$ cat config.mk
export PLATFORM = sky130hd
export DESIGN_NAME = core
export DESIGN_NICKNAME = d
export VERILOG_FILES = /design/src/hw/core_pkg.sv /design/src/hw/fetch.sv /design/src/hw/dec.sv /design/src/hw/alu.sv /design/src/hw/dmem_ctrl.sv /design/src/hw/core.sv
export SDC_FILE = /design/constraint.sdc
export NUM_CORES = 2
export LEC_CHECK = 0
export ABC_CLOCK_PERIOD_IN_PS = 14350
export BUFFER_PORTS_ARGS = -buffer_cell sky130_fd_sc_hd__buf_2
export CORE_MARGIN = 10
export CORE_UTILIZATION = 45
export CTS_BUF_LIST = sky130_fd_sc_hd__clkbuf_8
export DETAILED_ROUTE_END_ITERATION = 12
export PLACE_DENSITY = 0.69
export SETUP_SLACK_MARGIN = 0.15
export SYNTH_ARGS = -nofsm -noshare
export SYNTH_HDL_FRONTEND = slang
export SYNTH_SLANG_ARGS = --single-unit
$ cat constraint.sdc
create_clock -name cpu_clk -period 14.35 [get_ports cpu_clk]
set_input_delay 1.435 -clock cpu_clk [delete_from_list [all_inputs] [get_ports cpu_clk]]
set_output_delay 1.435 -clock cpu_clk [all_outputs]
set_load 0.01 [all_outputs]
$ cat src/hw/core_pkg.sv
// core_pkg
// Shared widths, word types and RV32I encodings for the four-stage core.
// Operation enums carry decode results from dec down to alu and dmem_ctrl.

`default_nettype none

package core_pkg;

	localparam int DATA_WIDTH = 32;
	localparam int ADDR_WIDTH = 32;
	localparam int INSTR_WIDTH = 32;
	localparam int REG_ADDR_WIDTH = 5;
	localparam int NUM_REGS = 32;
	localparam int STRB_WIDTH = 4;	// one strobe per byte lane

	typedef logic [DATA_WIDTH-1:0] data_t;
	typedef logic [ADDR_WIDTH-1:0] addr_t;
	typedef logic [INSTR_WIDTH-1:0] instr_t;
	typedef logic [REG_ADDR_WIDTH-1:0] reg_addr_t;
	typedef logic [STRB_WIDTH-1:0] strb_t;

	// major opcodes
	localparam logic [6:0] OP_LUI = 7'b0110111;
	localparam logic [6:0] OP_AUIPC = 7'b0010111;
	localparam logic [6:0] OP_JAL = 7'b1101111;
	localparam logic [6:0] OP_JALR = 7'b1100111;
	localparam logic [6:0] OP_BRANCH = 7'b1100011;
	localparam logic [6:0] OP_LOAD = 7'b0000011;
	localparam logic [6:0] OP_STORE = 7'b0100011;
	localparam logic [6:0] OP_IMM = 7'b0010011;
	localparam logic [6:0] OP_REG = 7'b0110011;

	// funct3 for OP and OP-IMM
	localparam logic [2:0] F3_ADD = 3'b000;
	localparam logic [2:0] F3_SLL = 3'b001;
	localparam logic [2:0] F3_SLT = 3'b010;
	localparam logic [2:0] F3_SLTU = 3'b011;
	localparam logic [2:0] F3_XOR = 3'b100;
	localparam logic [2:0] F3_SR = 3'b101;	// srl or sra, picked by bit 30
	localparam logic [2:0] F3_OR = 3'b110;
	localparam logic [2:0] F3_AND = 3'b111;

	// funct3 for conditional branches
	localparam logic [2:0] F3_BEQ = 3'b000;
	localparam logic [2:0] F3_BNE = 3'b001;
	localparam logic [2:0] F3_BLT = 3'b100;
	localparam logic [2:0] F3_BGE = 3'b101;
	localparam logic [2:0] F3_BLTU = 3'b110;
	localparam logic [2:0] F3_BGEU = 3'b111;

	typedef enum logic [3:0] {
		ALU_ADD, ALU_SUB, ALU_SLT, ALU_SLTU, ALU_AND, ALU_OR,
		ALU_XOR, ALU_SLL, ALU_SRL, ALU_SRA, ALU_PASS_B
	} alu_op_t;

	typedef enum logic [2:0] {
		BR_NONE, BR_BEQ, BR_BNE, BR_BLT, BR_BGE, BR_BLTU, BR_BGEU
	} branch_op_t;

	// matches funct3[1:0] of loads and stores
	typedef enum logic [1:0] {MEM_BYTE, MEM_HALF, MEM_WORD} mem_size_t;

	localparam instr_t NOP_INSTR = 32'h0000_0013;	// addi x0, x0, 0

endpackage

`default_nettype wire

$ cat src/hw/fetch.sv
// fetch
// Program counter and instruction TCM requester. One request in flight at
// a time; the returned word sits in a one-entry buffer until dec takes it.
// A redirect retargets the pc and drops any response still in flight.

`timescale 1ns/1ps
`default_nettype none

module fetch (
	input  wire cpu_clk,
	input  wire reset,
	input  wire core_pkg::addr_t boot_addr,
	input  wire redirect,
	input  wire core_pkg::addr_t redirect_pc,
	output logic instr_itcm_access,
	output core_pkg::addr_t instr_itcm_addr,
	input  wire core_pkg::data_t instr_itcm_read_data,
	input  wire instr_itcm_read_data_valid,
	output logic if_valid,
	output core_pkg::instr_t instr_dec,
	output core_pkg::addr_t pc_dec,
	input  wire dec_ready
);

	core_pkg::addr_t pc;		// address of the current or next request
	logic outstanding;		// request issued, response not yet back
	logic kill;			// in-flight response is from a flushed path
	logic buf_valid;
	core_pkg::instr_t buf_instr;
	core_pkg::addr_t buf_pc;
	logic take_resp;

	assign instr_itcm_access = !outstanding && !buf_valid && !redirect;
	assign instr_itcm_addr = pc;
	assign take_resp = instr_itcm_read_data_valid && !kill && !redirect;

	always_ff @(posedge cpu_clk) begin
		if (reset) begin
			pc <= boot_addr;
			outstanding <= 1'b0;
			kill <= 1'b0;
		end else begin
			if (instr_itcm_access)
				outstanding <= 1'b1;
			else if (instr_itcm_read_data_valid)
				outstanding <= 1'b0;
			if (redirect) begin
				pc <= redirect_pc;
				kill <= outstanding && !instr_itcm_read_data_valid;
			end else begin
				if (instr_itcm_read_data_valid)
					kill <= 1'b0;
				if (take_resp)
					pc <= pc + 32'd4;
			end
		end
	end

	always_ff @(posedge cpu_clk) begin
		if (reset || redirect)
			buf_valid <= 1'b0;
		else if (take_resp)
			buf_valid <= 1'b1;
		else if (dec_ready)
			buf_valid <= 1'b0;	// consumed by dec
	end

	always_ff @(posedge cpu_clk) begin
		if (take_resp) begin
			buf_instr <= instr_itcm_read_data;
			buf_pc <= pc;
		end
	end

	assign if_valid = buf_valid;
	assign instr_dec = buf_instr;
	assign pc_dec = buf_pc;

	// next request only once the previous response is back
	a_one_outstanding: assert property (@(posedge cpu_clk) disable iff (reset)
		instr_itcm_access |=> !instr_itcm_access until_with instr_itcm_read_data_valid);

	// redirect targets come from alu, which clears bit 0 only
	a_pc_aligned: assert property (@(posedge cpu_clk) disable iff (reset)
		pc[1:0] == 2'b00);

endmodule

`default_nettype wire

$ cat src/hw/dec.sv
// dec
// Decodes the buffered instruction, reads the register file and hands the
// operation to alu. A scoreboard of pending destinations holds an
// instruction in fetch's buffer until its sources and destination are free.

`timescale 1ns/1ps
`default_nettype none

module dec (
	input  wire cpu_clk,
	input  wire reset,
	input  wire if_valid,
	input  wire core_pkg::instr_t instr_dec,
	input  wire core_pkg::addr_t pc_dec,
	output logic dec_ready,
	input  wire redirect,
	output logic dec_valid,
	input  wire ex_ready,
	output core_pkg::addr_t pc_ex,
	output core_pkg::data_t src_data1_ex,
	output core_pkg::data_t src_data2_ex,
	output core_pkg::data_t imm_ex,
	output logic use_imm_ex,
	output core_pkg::alu_op_t alu_op_ex,
	output core_pkg::branch_op_t branch_op_ex,
	output logic jal_ex,
	output logic jalr_ex,
	output logic auipc_ex,
	output logic load_ex,
	output logic store_ex,
	output logic mem_unsigned_ex,
	output core_pkg::mem_size_t mem_size_ex,
	output core_pkg::reg_addr_t rd_ex,
	input  wire wb_valid,
	input  wire core_pkg::reg_addr_t wb_rd,
	input  wire core_pkg::data_t wb_data
);

	core_pkg::instr_t instr;
	logic [6:0] opcode;
	logic [2:0] funct3;
	core_pkg::reg_addr_t rs1, rs2, rd, rd_w;
	core_pkg::data_t imm_i, imm_s, imm_b, imm_u, imm_j, imm;
	core_pkg::data_t regs [1:core_pkg::NUM_REGS-1];	// x0 is not stored
	logic [core_pkg::NUM_REGS-1:0] pending, set_mask, clr_mask;
	logic uses_rs1, uses_rs2, writes_rd, hazard, accept;
	logic use_imm, jal, jalr, auipc, load, store;
	core_pkg::alu_op_t alu_op;
	core_pkg::branch_op_t branch_op;

	function automatic core_pkg::alu_op_t alu_sel(input logic [2:0] f3, input logic alt);
		case (f3)
			core_pkg::F3_ADD: alu_sel = alt ? core_pkg::ALU_SUB : core_pkg::ALU_ADD;
			core_pkg::F3_SLL: alu_sel = core_pkg::ALU_SLL;
			core_pkg::F3_SLT: alu_sel = core_pkg::ALU_SLT;
			core_pkg::F3_SLTU: alu_sel = core_pkg::ALU_SLTU;
			core_pkg::F3_XOR: alu_sel = core_pkg::ALU_XOR;
			core_pkg::F3_SR: alu_sel = alt ? core_pkg::ALU_SRA : core_pkg::ALU_SRL;
			core_pkg::F3_OR: alu_sel = core_pkg::ALU_OR;
			default: alu_sel = core_pkg::ALU_AND;
		endcase
	endfunction

	assign instr = if_valid ? instr_dec : core_pkg::NOP_INSTR;	// bubble when empty
	assign opcode = instr[6:0];
	assign funct3 = instr[14:12];
	assign rd = instr[11:7];
	assign rs1 = instr[19:15];
	assign rs2 = instr[24:20];

	assign imm_i = {{20{instr[31]}}, instr[31:20]};
	assign imm_s = {{20{instr[31]}}, instr[31:25], instr[11:7]};
	assign imm_b = {{19{instr[31]}}, instr[31], instr[7], instr[30:25], instr[11:8], 1'b0};
	assign imm_u = {instr[31:12], 12'b0};
	assign imm_j = {{11{instr[31]}}, instr[31], instr[19:12], instr[20], instr[30:21], 1'b0};

	always_comb begin
		imm = imm_i;
		use_imm = 1'b0;
		alu_op = core_pkg::ALU_ADD;
		branch_op = core_pkg::BR_NONE;
		{jal, jalr, auipc, load, store} = '0;
		{uses_rs1, uses_rs2, writes_rd} = '0;
		case (opcode)
			core_pkg::OP_LUI: begin
				{imm, use_imm, writes_rd} = {imm_u, 2'b11};
				alu_op = core_pkg::ALU_PASS_B;
			end
			core_pkg::OP_AUIPC: {imm, use_imm, auipc, writes_rd} = {imm_u, 3'b111};
			core_pkg::OP_JAL: {imm, jal, writes_rd} = {imm_j, 2'b11};
			core_pkg::OP_JALR: {jalr, uses_rs1, writes_rd} = 3'b111;
			core_pkg::OP_BRANCH: begin
				{imm, uses_rs1, uses_rs2} = {imm_b, 2'b11};
				case (funct3)
					core_pkg::F3_BEQ: branch_op = core_pkg::BR_BEQ;
					core_pkg::F3_BNE: branch_op = core_pkg::BR_BNE;
					core_pkg::F3_BLT: branch_op = core_pkg::BR_BLT;
					core_pkg::F3_BGE: branch_op = core_pkg::BR_BGE;
					core_pkg::F3_BLTU: branch_op = core_pkg::BR_BLTU;
					core_pkg::F3_BGEU: branch_op = core_pkg::BR_BGEU;
					default: branch_op = core_pkg::BR_NONE;
				endcase
			end
			core_pkg::OP_LOAD: {use_imm, load, uses_rs1, writes_rd} = 4'b1111;
			core_pkg::OP_STORE: {imm, use_imm, store, uses_rs1, uses_rs2} = {imm_s, 4'b1111};
			core_pkg::OP_IMM: begin
				{use_imm, uses_rs1, writes_rd} = 3'b111;
				alu_op = alu_sel(funct3, instr[30] && funct3 == core_pkg::F3_SR);
			end
			core_pkg::OP_REG: begin
				{uses_rs1, uses_rs2, writes_rd} = 3'b111;
				alu_op = alu_sel(funct3, instr[30]);
			end
			default: ;	// fence, system and unknown run as no-ops
		endcase
	end

	assign rd_w = writes_rd ? rd : '0;
	assign hazard = (uses_rs1 && pending[rs1]) || (uses_rs2 && pending[rs2]) ||
		(writes_rd && pending[rd]);
	assign dec_ready = (!dec_valid || ex_ready) && !hazard;
	assign accept = if_valid && dec_ready && !redirect;

	always_comb begin
		set_mask = '0;
		clr_mask = '0;
		if (accept && rd_w != '0)
			set_mask[rd_w] = 1'b1;
		if (wb_valid)
			clr_mask[wb_rd] = 1'b1;
		if (redirect && dec_valid)
			clr_mask[rd_ex] = 1'b1;	// flushed op never writes back
	end

	always_ff @(posedge cpu_clk) begin
		if (reset)
			pending <= '0;
		else
			pending <= (pending & ~clr_mask) | set_mask;
	end

	always_ff @(posedge cpu_clk) begin
		if (wb_valid && wb_rd != '0)
			regs[wb_rd] <= wb_data;
	end

	always_ff @(posedge cpu_clk) begin
		if (reset)
			dec_valid <= 1'b0;
		else if (redirect || !dec_valid || ex_ready)
			dec_valid <= accept;
	end

	always_ff @(posedge cpu_clk) begin
		if (accept) begin
			pc_ex <= pc_dec;
			src_data1_ex <= (rs1 == '0) ? '0 : regs[rs1];
			src_data2_ex <= (rs2 == '0) ? '0 : regs[rs2];
			imm_ex <= imm;
			use_imm_ex <= use_imm;
			alu_op_ex <= alu_op;
			branch_op_ex <= branch_op;
			{jal_ex, jalr_ex, auipc_ex, load_ex, store_ex} <= {jal, jalr, auipc, load, store};
			mem_unsigned_ex <= funct3[2];
			mem_size_ex <= core_pkg::mem_size_t'(funct3[1:0]);
			rd_ex <= rd_w;
		end
	end

	// x0 is never marked, so every writeback retires a marked register
	a_wb_marked: assert property (@(posedge cpu_clk) disable iff (reset)
		wb_valid |-> wb_rd != '0 && pending[wb_rd]);

endmodule

`default_nettype wire

$ cat src/hw/alu.sv
// alu
// Execute stage. Computes the ALU result or jump link address, resolves
// branches and jumps, and forms load/store addresses. The redirect fires
// when the taken branch or jump moves on into dmem_ctrl.

`timescale 1ns/1ps
`default_nettype none

module alu (
	input  wire cpu_clk,
	input  wire reset,
	input  wire dec_valid,
	output logic ex_ready,
	input  wire core_pkg::addr_t pc_ex,
	input  wire core_pkg::data_t src_data1_ex,
	input  wire core_pkg::data_t src_data2_ex,
	input  wire core_pkg::data_t imm_ex,
	input  wire use_imm_ex,
	input  wire core_pkg::alu_op_t alu_op_ex,
	input  wire core_pkg::branch_op_t branch_op_ex,
	input  wire jal_ex,
	input  wire jalr_ex,
	input  wire auipc_ex,
	input  wire load_ex,
	input  wire store_ex,
	input  wire mem_unsigned_ex,
	input  wire core_pkg::mem_size_t mem_size_ex,
	input  wire core_pkg::reg_addr_t rd_ex,
	output logic redirect,
	output core_pkg::addr_t redirect_pc,
	output logic ex_valid,
	input  wire mem_ready,
	output core_pkg::data_t result_mem,
	output core_pkg::data_t store_data_mem,
	output logic load_mem,
	output logic store_mem,
	output logic mem_unsigned_mem,
	output core_pkg::mem_size_t mem_size_mem,
	output core_pkg::reg_addr_t rd_mem
);

	core_pkg::data_t op_a, op_b, alu_res, target_sum;
	logic [4:0] shamt;
	logic eq, lt, ltu, taken;
	logic taken_q;
	core_pkg::addr_t target_q;

	assign op_a = auipc_ex ? pc_ex : src_data1_ex;
	assign op_b = use_imm_ex ? imm_ex : src_data2_ex;
	assign shamt = op_b[4:0];

	always_comb begin
		case (alu_op_ex)
			core_pkg::ALU_SUB: alu_res = op_a - op_b;
			core_pkg::ALU_SLT: alu_res = ($signed(op_a) < $signed(op_b)) ? 32'd1 : 32'd0;
			core_pkg::ALU_SLTU: alu_res = (op_a < op_b) ? 32'd1 : 32'd0;
			core_pkg::ALU_AND: alu_res = op_a & op_b;
			core_pkg::ALU_OR: alu_res = op_a | op_b;
			core_pkg::ALU_XOR: alu_res = op_a ^ op_b;
			core_pkg::ALU_SLL: alu_res = op_a << shamt;
			core_pkg::ALU_SRL: alu_res = op_a >> shamt;
			core_pkg::ALU_SRA: alu_res = core_pkg::data_t'($signed(op_a) >>> shamt);
			core_pkg::ALU_PASS_B: alu_res = op_b;	// lui
			default: alu_res = op_a + op_b;
		endcase
	end

	// branch compare always uses the two register operands
	assign eq = src_data1_ex == src_data2_ex;
	assign lt = $signed(src_data1_ex) < $signed(src_data2_ex);
	assign ltu = src_data1_ex < src_data2_ex;

	always_comb begin
		case (branch_op_ex)
			core_pkg::BR_BEQ: taken = eq;
			core_pkg::BR_BNE: taken = !eq;
			core_pkg::BR_BLT: taken = lt;
			core_pkg::BR_BGE: taken = !lt;
			core_pkg::BR_BLTU: taken = ltu;
			core_pkg::BR_BGEU: taken = !ltu;
			default: taken = jal_ex || jalr_ex;
		endcase
	end

	assign target_sum = (jalr_ex ? src_data1_ex : pc_ex) + imm_ex;

	assign ex_ready = !ex_valid || mem_ready;
	assign redirect = ex_valid && mem_ready && taken_q;
	assign redirect_pc = target_q;

	always_ff @(posedge cpu_clk) begin
		if (reset)
			ex_valid <= 1'b0;
		else if (ex_ready)
			ex_valid <= dec_valid && !redirect;	// younger op dies on redirect
	end

	always_ff @(posedge cpu_clk) begin
		if (ex_ready && dec_valid) begin
			result_mem <= (jal_ex || jalr_ex) ? pc_ex + 32'd4 : alu_res;
			store_data_mem <= src_data2_ex;
			load_mem <= load_ex;
			store_mem <= store_ex;
			mem_unsigned_mem <= mem_unsigned_ex;
			mem_size_mem <= mem_size_ex;
			rd_mem <= rd_ex;
			taken_q <= taken;
			target_q <= {target_sum[31:1], 1'b0};
		end
	end

endmodule

`default_nettype wire

$ cat src/hw/dmem_ctrl.sv
// dmem_ctrl
// Memory and writeback stage. Drives DTCM requests with byte strobes and
// lane-shifted store data, waits for ready and then for read data, and
// aligns and extends loads. All results are written back to dec from here.

`timescale 1ns/1ps
`default_nettype none

module dmem_ctrl (
	input  wire cpu_clk,
	input  wire reset,
	input  wire ex_valid,
	output logic mem_ready,
	input  wire core_pkg::data_t result_mem,
	input  wire core_pkg::data_t store_data_mem,
	input  wire load_mem,
	input  wire store_mem,
	input  wire mem_unsigned_mem,
	input  wire core_pkg::mem_size_t mem_size_mem,
	input  wire core_pkg::reg_addr_t rd_mem,
	output logic data_dtcm_access,
	input  wire data_dtcm_ready,
	output logic data_dtcm_rd0_wr1,
	output core_pkg::strb_t data_dtcm_byte_strobe,
	output core_pkg::data_t data_dtcm_write_data,
	output core_pkg::addr_t data_dtcm_addr,
	input  wire core_pkg::data_t data_dtcm_read_data,
	input  wire data_dtcm_read_data_valid,
	output logic wb_valid,
	output core_pkg::reg_addr_t wb_rd,
	output core_pkg::data_t wb_data
);

	typedef enum logic [1:0] {S_IDLE, S_REQ, S_RESP} state_t;

	state_t state;
	logic accept, load_done;
	logic [1:0] offset;		// byte lane of the access
	core_pkg::mem_size_t size_q;
	logic unsigned_q;
	core_pkg::strb_t strb;
	core_pkg::data_t shifted, load_val;

	assign mem_ready = state == S_IDLE;
	assign accept = ex_valid && mem_ready;
	assign data_dtcm_access = state == S_REQ;
	assign load_done = state == S_RESP && data_dtcm_read_data_valid;

	always_comb begin
		case (mem_size_mem)
			core_pkg::MEM_BYTE: strb = 4'b0001 << result_mem[1:0];
			core_pkg::MEM_HALF: strb = 4'b0011 << {result_mem[1], 1'b0};
			default: strb = 4'b1111;
		endcase
	end

	assign shifted = data_dtcm_read_data >> {offset, 3'b000};

	always_comb begin
		case (size_q)
			core_pkg::MEM_BYTE:
				load_val = unsigned_q ? {24'b0, shifted[7:0]} : {{24{shifted[7]}}, shifted[7:0]};
			core_pkg::MEM_HALF:
				load_val = unsigned_q ? {16'b0, shifted[15:0]} :
					{{16{shifted[15]}}, shifted[15:0]};
			default: load_val = shifted;
		endcase
	end

	always_ff @(posedge cpu_clk) begin
		if (reset) begin
			state <= S_IDLE;
			wb_valid <= 1'b0;
		end else begin
			wb_valid <= 1'b0;	// single cycle write pulse
			case (state)
				S_IDLE:
					if (accept) begin
						if (load_mem || store_mem)
							state <= S_REQ;
						else
							wb_valid <= rd_mem != '0;
					end
				S_REQ:
					if (data_dtcm_ready)
						state <= data_dtcm_rd0_wr1 ? S_IDLE : S_RESP;	// store ends here
				S_RESP:
					if (data_dtcm_read_data_valid) begin
						state <= S_IDLE;
						wb_valid <= wb_rd != '0;
					end
				default: state <= S_IDLE;
			endcase
		end
	end

	always_ff @(posedge cpu_clk) begin
		if (accept) begin
			data_dtcm_addr <= {result_mem[core_pkg::ADDR_WIDTH-1:2], 2'b00};
			data_dtcm_rd0_wr1 <= store_mem;
			data_dtcm_byte_strobe <= strb;
			data_dtcm_write_data <= store_data_mem << {result_mem[1:0], 3'b000};
			offset <= result_mem[1:0];
			size_q <= mem_size_mem;
			unsigned_q <= mem_unsigned_mem;
			wb_rd <= rd_mem;
			wb_data <= result_mem;
		end else if (load_done) begin
			wb_data <= load_val;
		end
	end

	// request held until the DTCM takes it
	a_req_stable: assert property (@(posedge cpu_clk) disable iff (reset)
		data_dtcm_access && !data_dtcm_ready |=> data_dtcm_access &&
			$stable(data_dtcm_addr) && $stable(data_dtcm_rd0_wr1) &&
			$stable(data_dtcm_byte_strobe) && $stable(data_dtcm_write_data));

endmodule

`default_nettype wire

$ cat src/hw/core.sv
// core
// Top of the four-stage RV32I core: fetch, dec, alu and dmem_ctrl,
// joined by valid/ready levels, with the instruction and data TCM ports.

`timescale 1ns/1ps
`default_nettype none

module core (
	input  wire cpu_clk,
	input  wire reset,
	input  wire core_pkg::addr_t boot_addr,
	output wire instr_itcm_access,
	output wire core_pkg::addr_t instr_itcm_addr,
	input  wire core_pkg::data_t instr_itcm_read_data,
	input  wire instr_itcm_read_data_valid,
	output wire data_dtcm_access,
	input  wire data_dtcm_ready,
	output wire data_dtcm_rd0_wr1,
	output wire core_pkg::strb_t data_dtcm_byte_strobe,
	output wire core_pkg::data_t data_dtcm_write_data,
	output wire core_pkg::addr_t data_dtcm_addr,
	input  wire core_pkg::data_t data_dtcm_read_data,
	input  wire data_dtcm_read_data_valid
);

	// fetch to dec, and the redirect back from alu
	wire if_valid, dec_ready, redirect;
	wire core_pkg::instr_t instr_dec;
	wire core_pkg::addr_t pc_dec;
	wire core_pkg::addr_t redirect_pc;

	// dec to alu
	wire dec_valid, ex_ready;
	wire core_pkg::addr_t pc_ex;
	wire core_pkg::data_t src_data1_ex, src_data2_ex, imm_ex;
	wire use_imm_ex, jal_ex, jalr_ex, auipc_ex, load_ex, store_ex, mem_unsigned_ex;
	wire core_pkg::alu_op_t alu_op_ex;
	wire core_pkg::branch_op_t branch_op_ex;
	wire core_pkg::mem_size_t mem_size_ex;
	wire core_pkg::reg_addr_t rd_ex;

	// alu to dmem_ctrl
	wire ex_valid, mem_ready, load_mem, store_mem, mem_unsigned_mem;
	wire core_pkg::data_t result_mem, store_data_mem;
	wire core_pkg::mem_size_t mem_size_mem;
	wire core_pkg::reg_addr_t rd_mem;

	// writeback into the register file
	wire wb_valid;
	wire core_pkg::reg_addr_t wb_rd;
	wire core_pkg::data_t wb_data;

	fetch u_fetch (.*);

	dec u_dec (.*);

	alu u_alu (.*);

	dmem_ctrl u_dmem_ctrl (.*);

endmodule

`default_nettype wire

==> metrics.txt <==
RSZ-0062 raised after global routing false; worst r2r path cells 13; Post-CTS Hold Buffers 0; setup tns final 0 ns; Yosys cell types 82; R2R setup slack 8.31 ns; Max clock buf depth 4; final hold violations 0; hpwl dp 206500 um; top post-synthesis cells by area edfxtp_1, nand2_1, mux2_2; leakage 30.85 nW; routed vias/inst 6.905; Die Width 442.1 um; sequential-to-total area share from yosys stat 55.39%; Core ar. 176700 sq um; fin cells 9825; Chip Height roughly 440 um; worst r2r src u_dec.use_imm_ex$_DFFE_PP_; Starting Density between 40 and 50%; ys flop type edfxtp_1; total CTS buffers approximately 280; crit path launch u_dec.use_imm_ex$_DFFE_PP_; setup bufs post-CTS 0; Post-Route WL 329800 um; gpl congestion just over 1; post-route ant nets 0; Syn Area/Cell 11.07 sq um; Peak supply drop 0.1075 mV; Std-Cell Rows 154; initial antenna violation count 27; Slew HR under 10%; fmax between 150 and 200 MHz; final core utilization 50.13%; final worst path period need about 6.0 ns; Post-DP Area 83650 sq um; Worst Clk Skew ~0.12 ns; CTS tree built; die area 195400 sq um; EDFF count, synth between 1k and 1.5k; flops & latches, synth 1492; GRT Resource Usage Total around a third; Setup CP Type reg2reg; Max Slew Vio Count 0; Worst Tran Pin Value 1.389 ns; clk_lat worst skew 1.04 ns; Worst Setup EP u_alu.result_mem[24]$_DFFE_PP_; vias in the first global route 64.66k; I/O Pins 204; largest net degree at the start of global routing 150; status completed; routed len/inst ~34 um; path type of the worst min-delay path reg2reg; Worst EP required 15.03 ns; CTS sink cnt 1492; period utilisation layout 42.08%; Max Fanout on Critical Path 47; Yosys top cell area share 54.39%; share of cells above drive strength 1 14.89%; area of the multi-input gates 33450 sq um; grt total ovfl 0; DP Cell Count 9371; kind of end point of the critical path flip-flop; first drt pass iteration count 9; Final nets around 7.6k; first-pass GRT wire length 461500 um; H-tree depth 5; Area growth syn-to-layout 10.49%; cell area after synthesis 80160 sq um; count leader, synth edfxtp_1; Via Count 67.85k; Clk pin slew, worst setup/hold paths 0.06 ns; post-route cell area about 89000 sq um; Ys Warns 0; number of setup violations in the final report 0; Root Buffer clkbuf_8; Synth area leader edfxtp_1; CP Launch Type flip-flop; Filler cells between 15k and 20k; Reg2Reg Capture Point u_alu.result_mem[24]$_DFFE_PP_; 1st-iter DRT viols 11.17k; top cells by count, synth edfxtp_1, nand2_1, a21oi_1; PortBufs 201; cell area power density 119.4 nW/um^2; Gates resized, CTS repair 0; Overall Power 10.57 mW; Max Cap Viol 0; critical path arrival about 6.7 ns; synthesized instance count 7242; Sequential Area about 44000 sq um; async set-reset flop share out of synthesis 0%; Remaining DRCs 0
worst min path at each step:
stage,slack [ns],end,cells after the start,start
CTS,0.40,u_dec.pc_ex[20]$_DFFE_PP_,0,u_fetch.pc_dec[20]$_DFFE_PP_
detailed placement,0.40,u_dec.pc_ex[25]$_DFFE_PP_,0,u_fetch.pc_dec[25]$_DFFE_PP_
global route,0.41,u_dec.pc_ex[20]$_DFFE_PP_,0,u_fetch.pc_dec[20]$_DFFE_PP_
global placement,0.40,u_dec.pc_ex[16]$_DFFE_PP_,0,u_fetch.pc_dec[16]$_DFFE_PP_
floorplan,0.40,u_alu.load_mem$_DFFE_PP_,0,u_dec.load_ex$_DFFE_PP_
finish,0.40,u_dec.pc_ex[20]$_DFFE_PP_,0,u_fetch.pc_dec[20]$_DFFE_PP_
kinds of logic (layout without fill, tap and decap cells):
family          count (synthesis)  in the layout  synth area share, %
simple gates                 1861           1861                10.53
buf+inv                       725            958                3.432
other cells                     1             11             0.004678
xor+xnor                       98             98                1.071
flops                        1492           1492                55.39
compound gates               2241           2241                18.03
fa+ha+maj                     164            164                2.588
mux                           660            660                8.957
state kept, by name, summed over array words and instances (netlist names), 3 cells and up:
register                           flops
u_alu.rd_mem                           5
u_alu.redirect_pc                     31
u_alu.result_mem                      32
u_alu.store_data_mem                  32
u_dec.alu_op_ex                        4
u_dec.branch_op_ex                     3
u_dec.imm_ex                          32
u_dec.pc_ex                           32
u_dec.pending                         32
u_dec.rd_ex                            5
u_dec.regs                           992
u_dec.src_data1_ex                    32
u_dec.src_data2_ex                    32
u_dmem_ctrl.data_dtcm_addr            30
u_dmem_ctrl.data_dtcm_byte_strobe      4
u_dmem_ctrl.data_dtcm_write_data      32
u_dmem_ctrl.wb_data                   32
u_dmem_ctrl.wb_rd                      5
u_fetch.instr_dec                     32
u_fetch.instr_itcm_addr               32
u_fetch.pc_dec                        32
metal layers:
| metal | routed length, um | track usage, % |
|---|---|---|
| met5 | 149 | 0.02441 |
| met4 | 30860 | 25.15 |
| met3 | 41210 | 9.344 |
| met2 | 144700 | 48.54 |
| met1 | 112900 | 37.82 |
layout by cell type (no fill, tap or decap), types with 34 or more instances in the layout:
cell / synthesis / layout
mux2_2: 312 / 312
nor2_4: 0 / 34
nand3_1: 72 / 72
ha_1: 161 / 161
a211oi_1: 387 / 387
nor3b_1: 34 / 34
o211ai_1: 41 / 41
xor2_1: 38 / 38
nor2b_1: 181 / 181
nand2b_1: 44 / 44
clkbuf_8: 0 / 286
buf_2: 18 / 200
nand2_1: 961 / 951
xnor2_1: 60 / 60
nand4_1: 34 / 34
buf_4: 2 / 146
a31oi_1: 285 / 285
o221ai_1: 141 / 141
a221oi_1: 89 / 89
nor2_1: 278 / 244
o21ai_0: 383 / 382
o22ai_1: 94 / 94
edfxtp_1: 1452 / 1452
nor3_1: 107 / 105
dfxtp_1: 40 / 39
inv_1: 154 / 215
clkinv_1: 3 / 49
a21oi_1: 575 / 575
a21o_1: 35 / 35
mux2i_1: 332 / 330
area by class of cell:
cell class                      instances  area share, %
Antenna cell                            9        0.02543
Clock buffer                          286          4.444
Clock inverter                        159          1.086
Inverter                              159         0.6781
Multi-Input combinational cell       5026          37.77
Sequential cell                      1492          50.14
Tap cell                             2340          3.306
Timing Repair Buffer                  354          2.549
where the power goes:
part	leakage [nW]	internal, mW	switching [mW]
sequential	13.6	4.88	0.160
clock	2.74	2.03	1.81
combinational	14.5	0.528	1.17
critical path, stage by stage, from the launching register on:
cell       delay, ns
edfxtp_1        0.33
buf_4           0.60
mux2i_4         0.73
buf_4           0.58
fa_1            0.30
nand2b_1        0.10
a211oi_1        0.32
o21ai_0         0.28
o31ai_1         1.00
a31oi_1         0.38
o31a_1          0.39
xnor2_1         0.13
a2111oi_0       0.41
a221oi_1        0.09
stage by stage:
| stage | hold slack, ns | worst slack [ns] |
|---|---|---|
| finish | 0.4048 | 8.311 |
| global route | 0.4112 | 8.051 |
| CTS | 0.4015 | 8.441 |
| detailed placement | 0.4045 | 8.495 |
| global placement | 0.4016 | 8.506 |
| floorplan | 0.4003 | 5.678 |
Power figures use the tool's default switching activity.
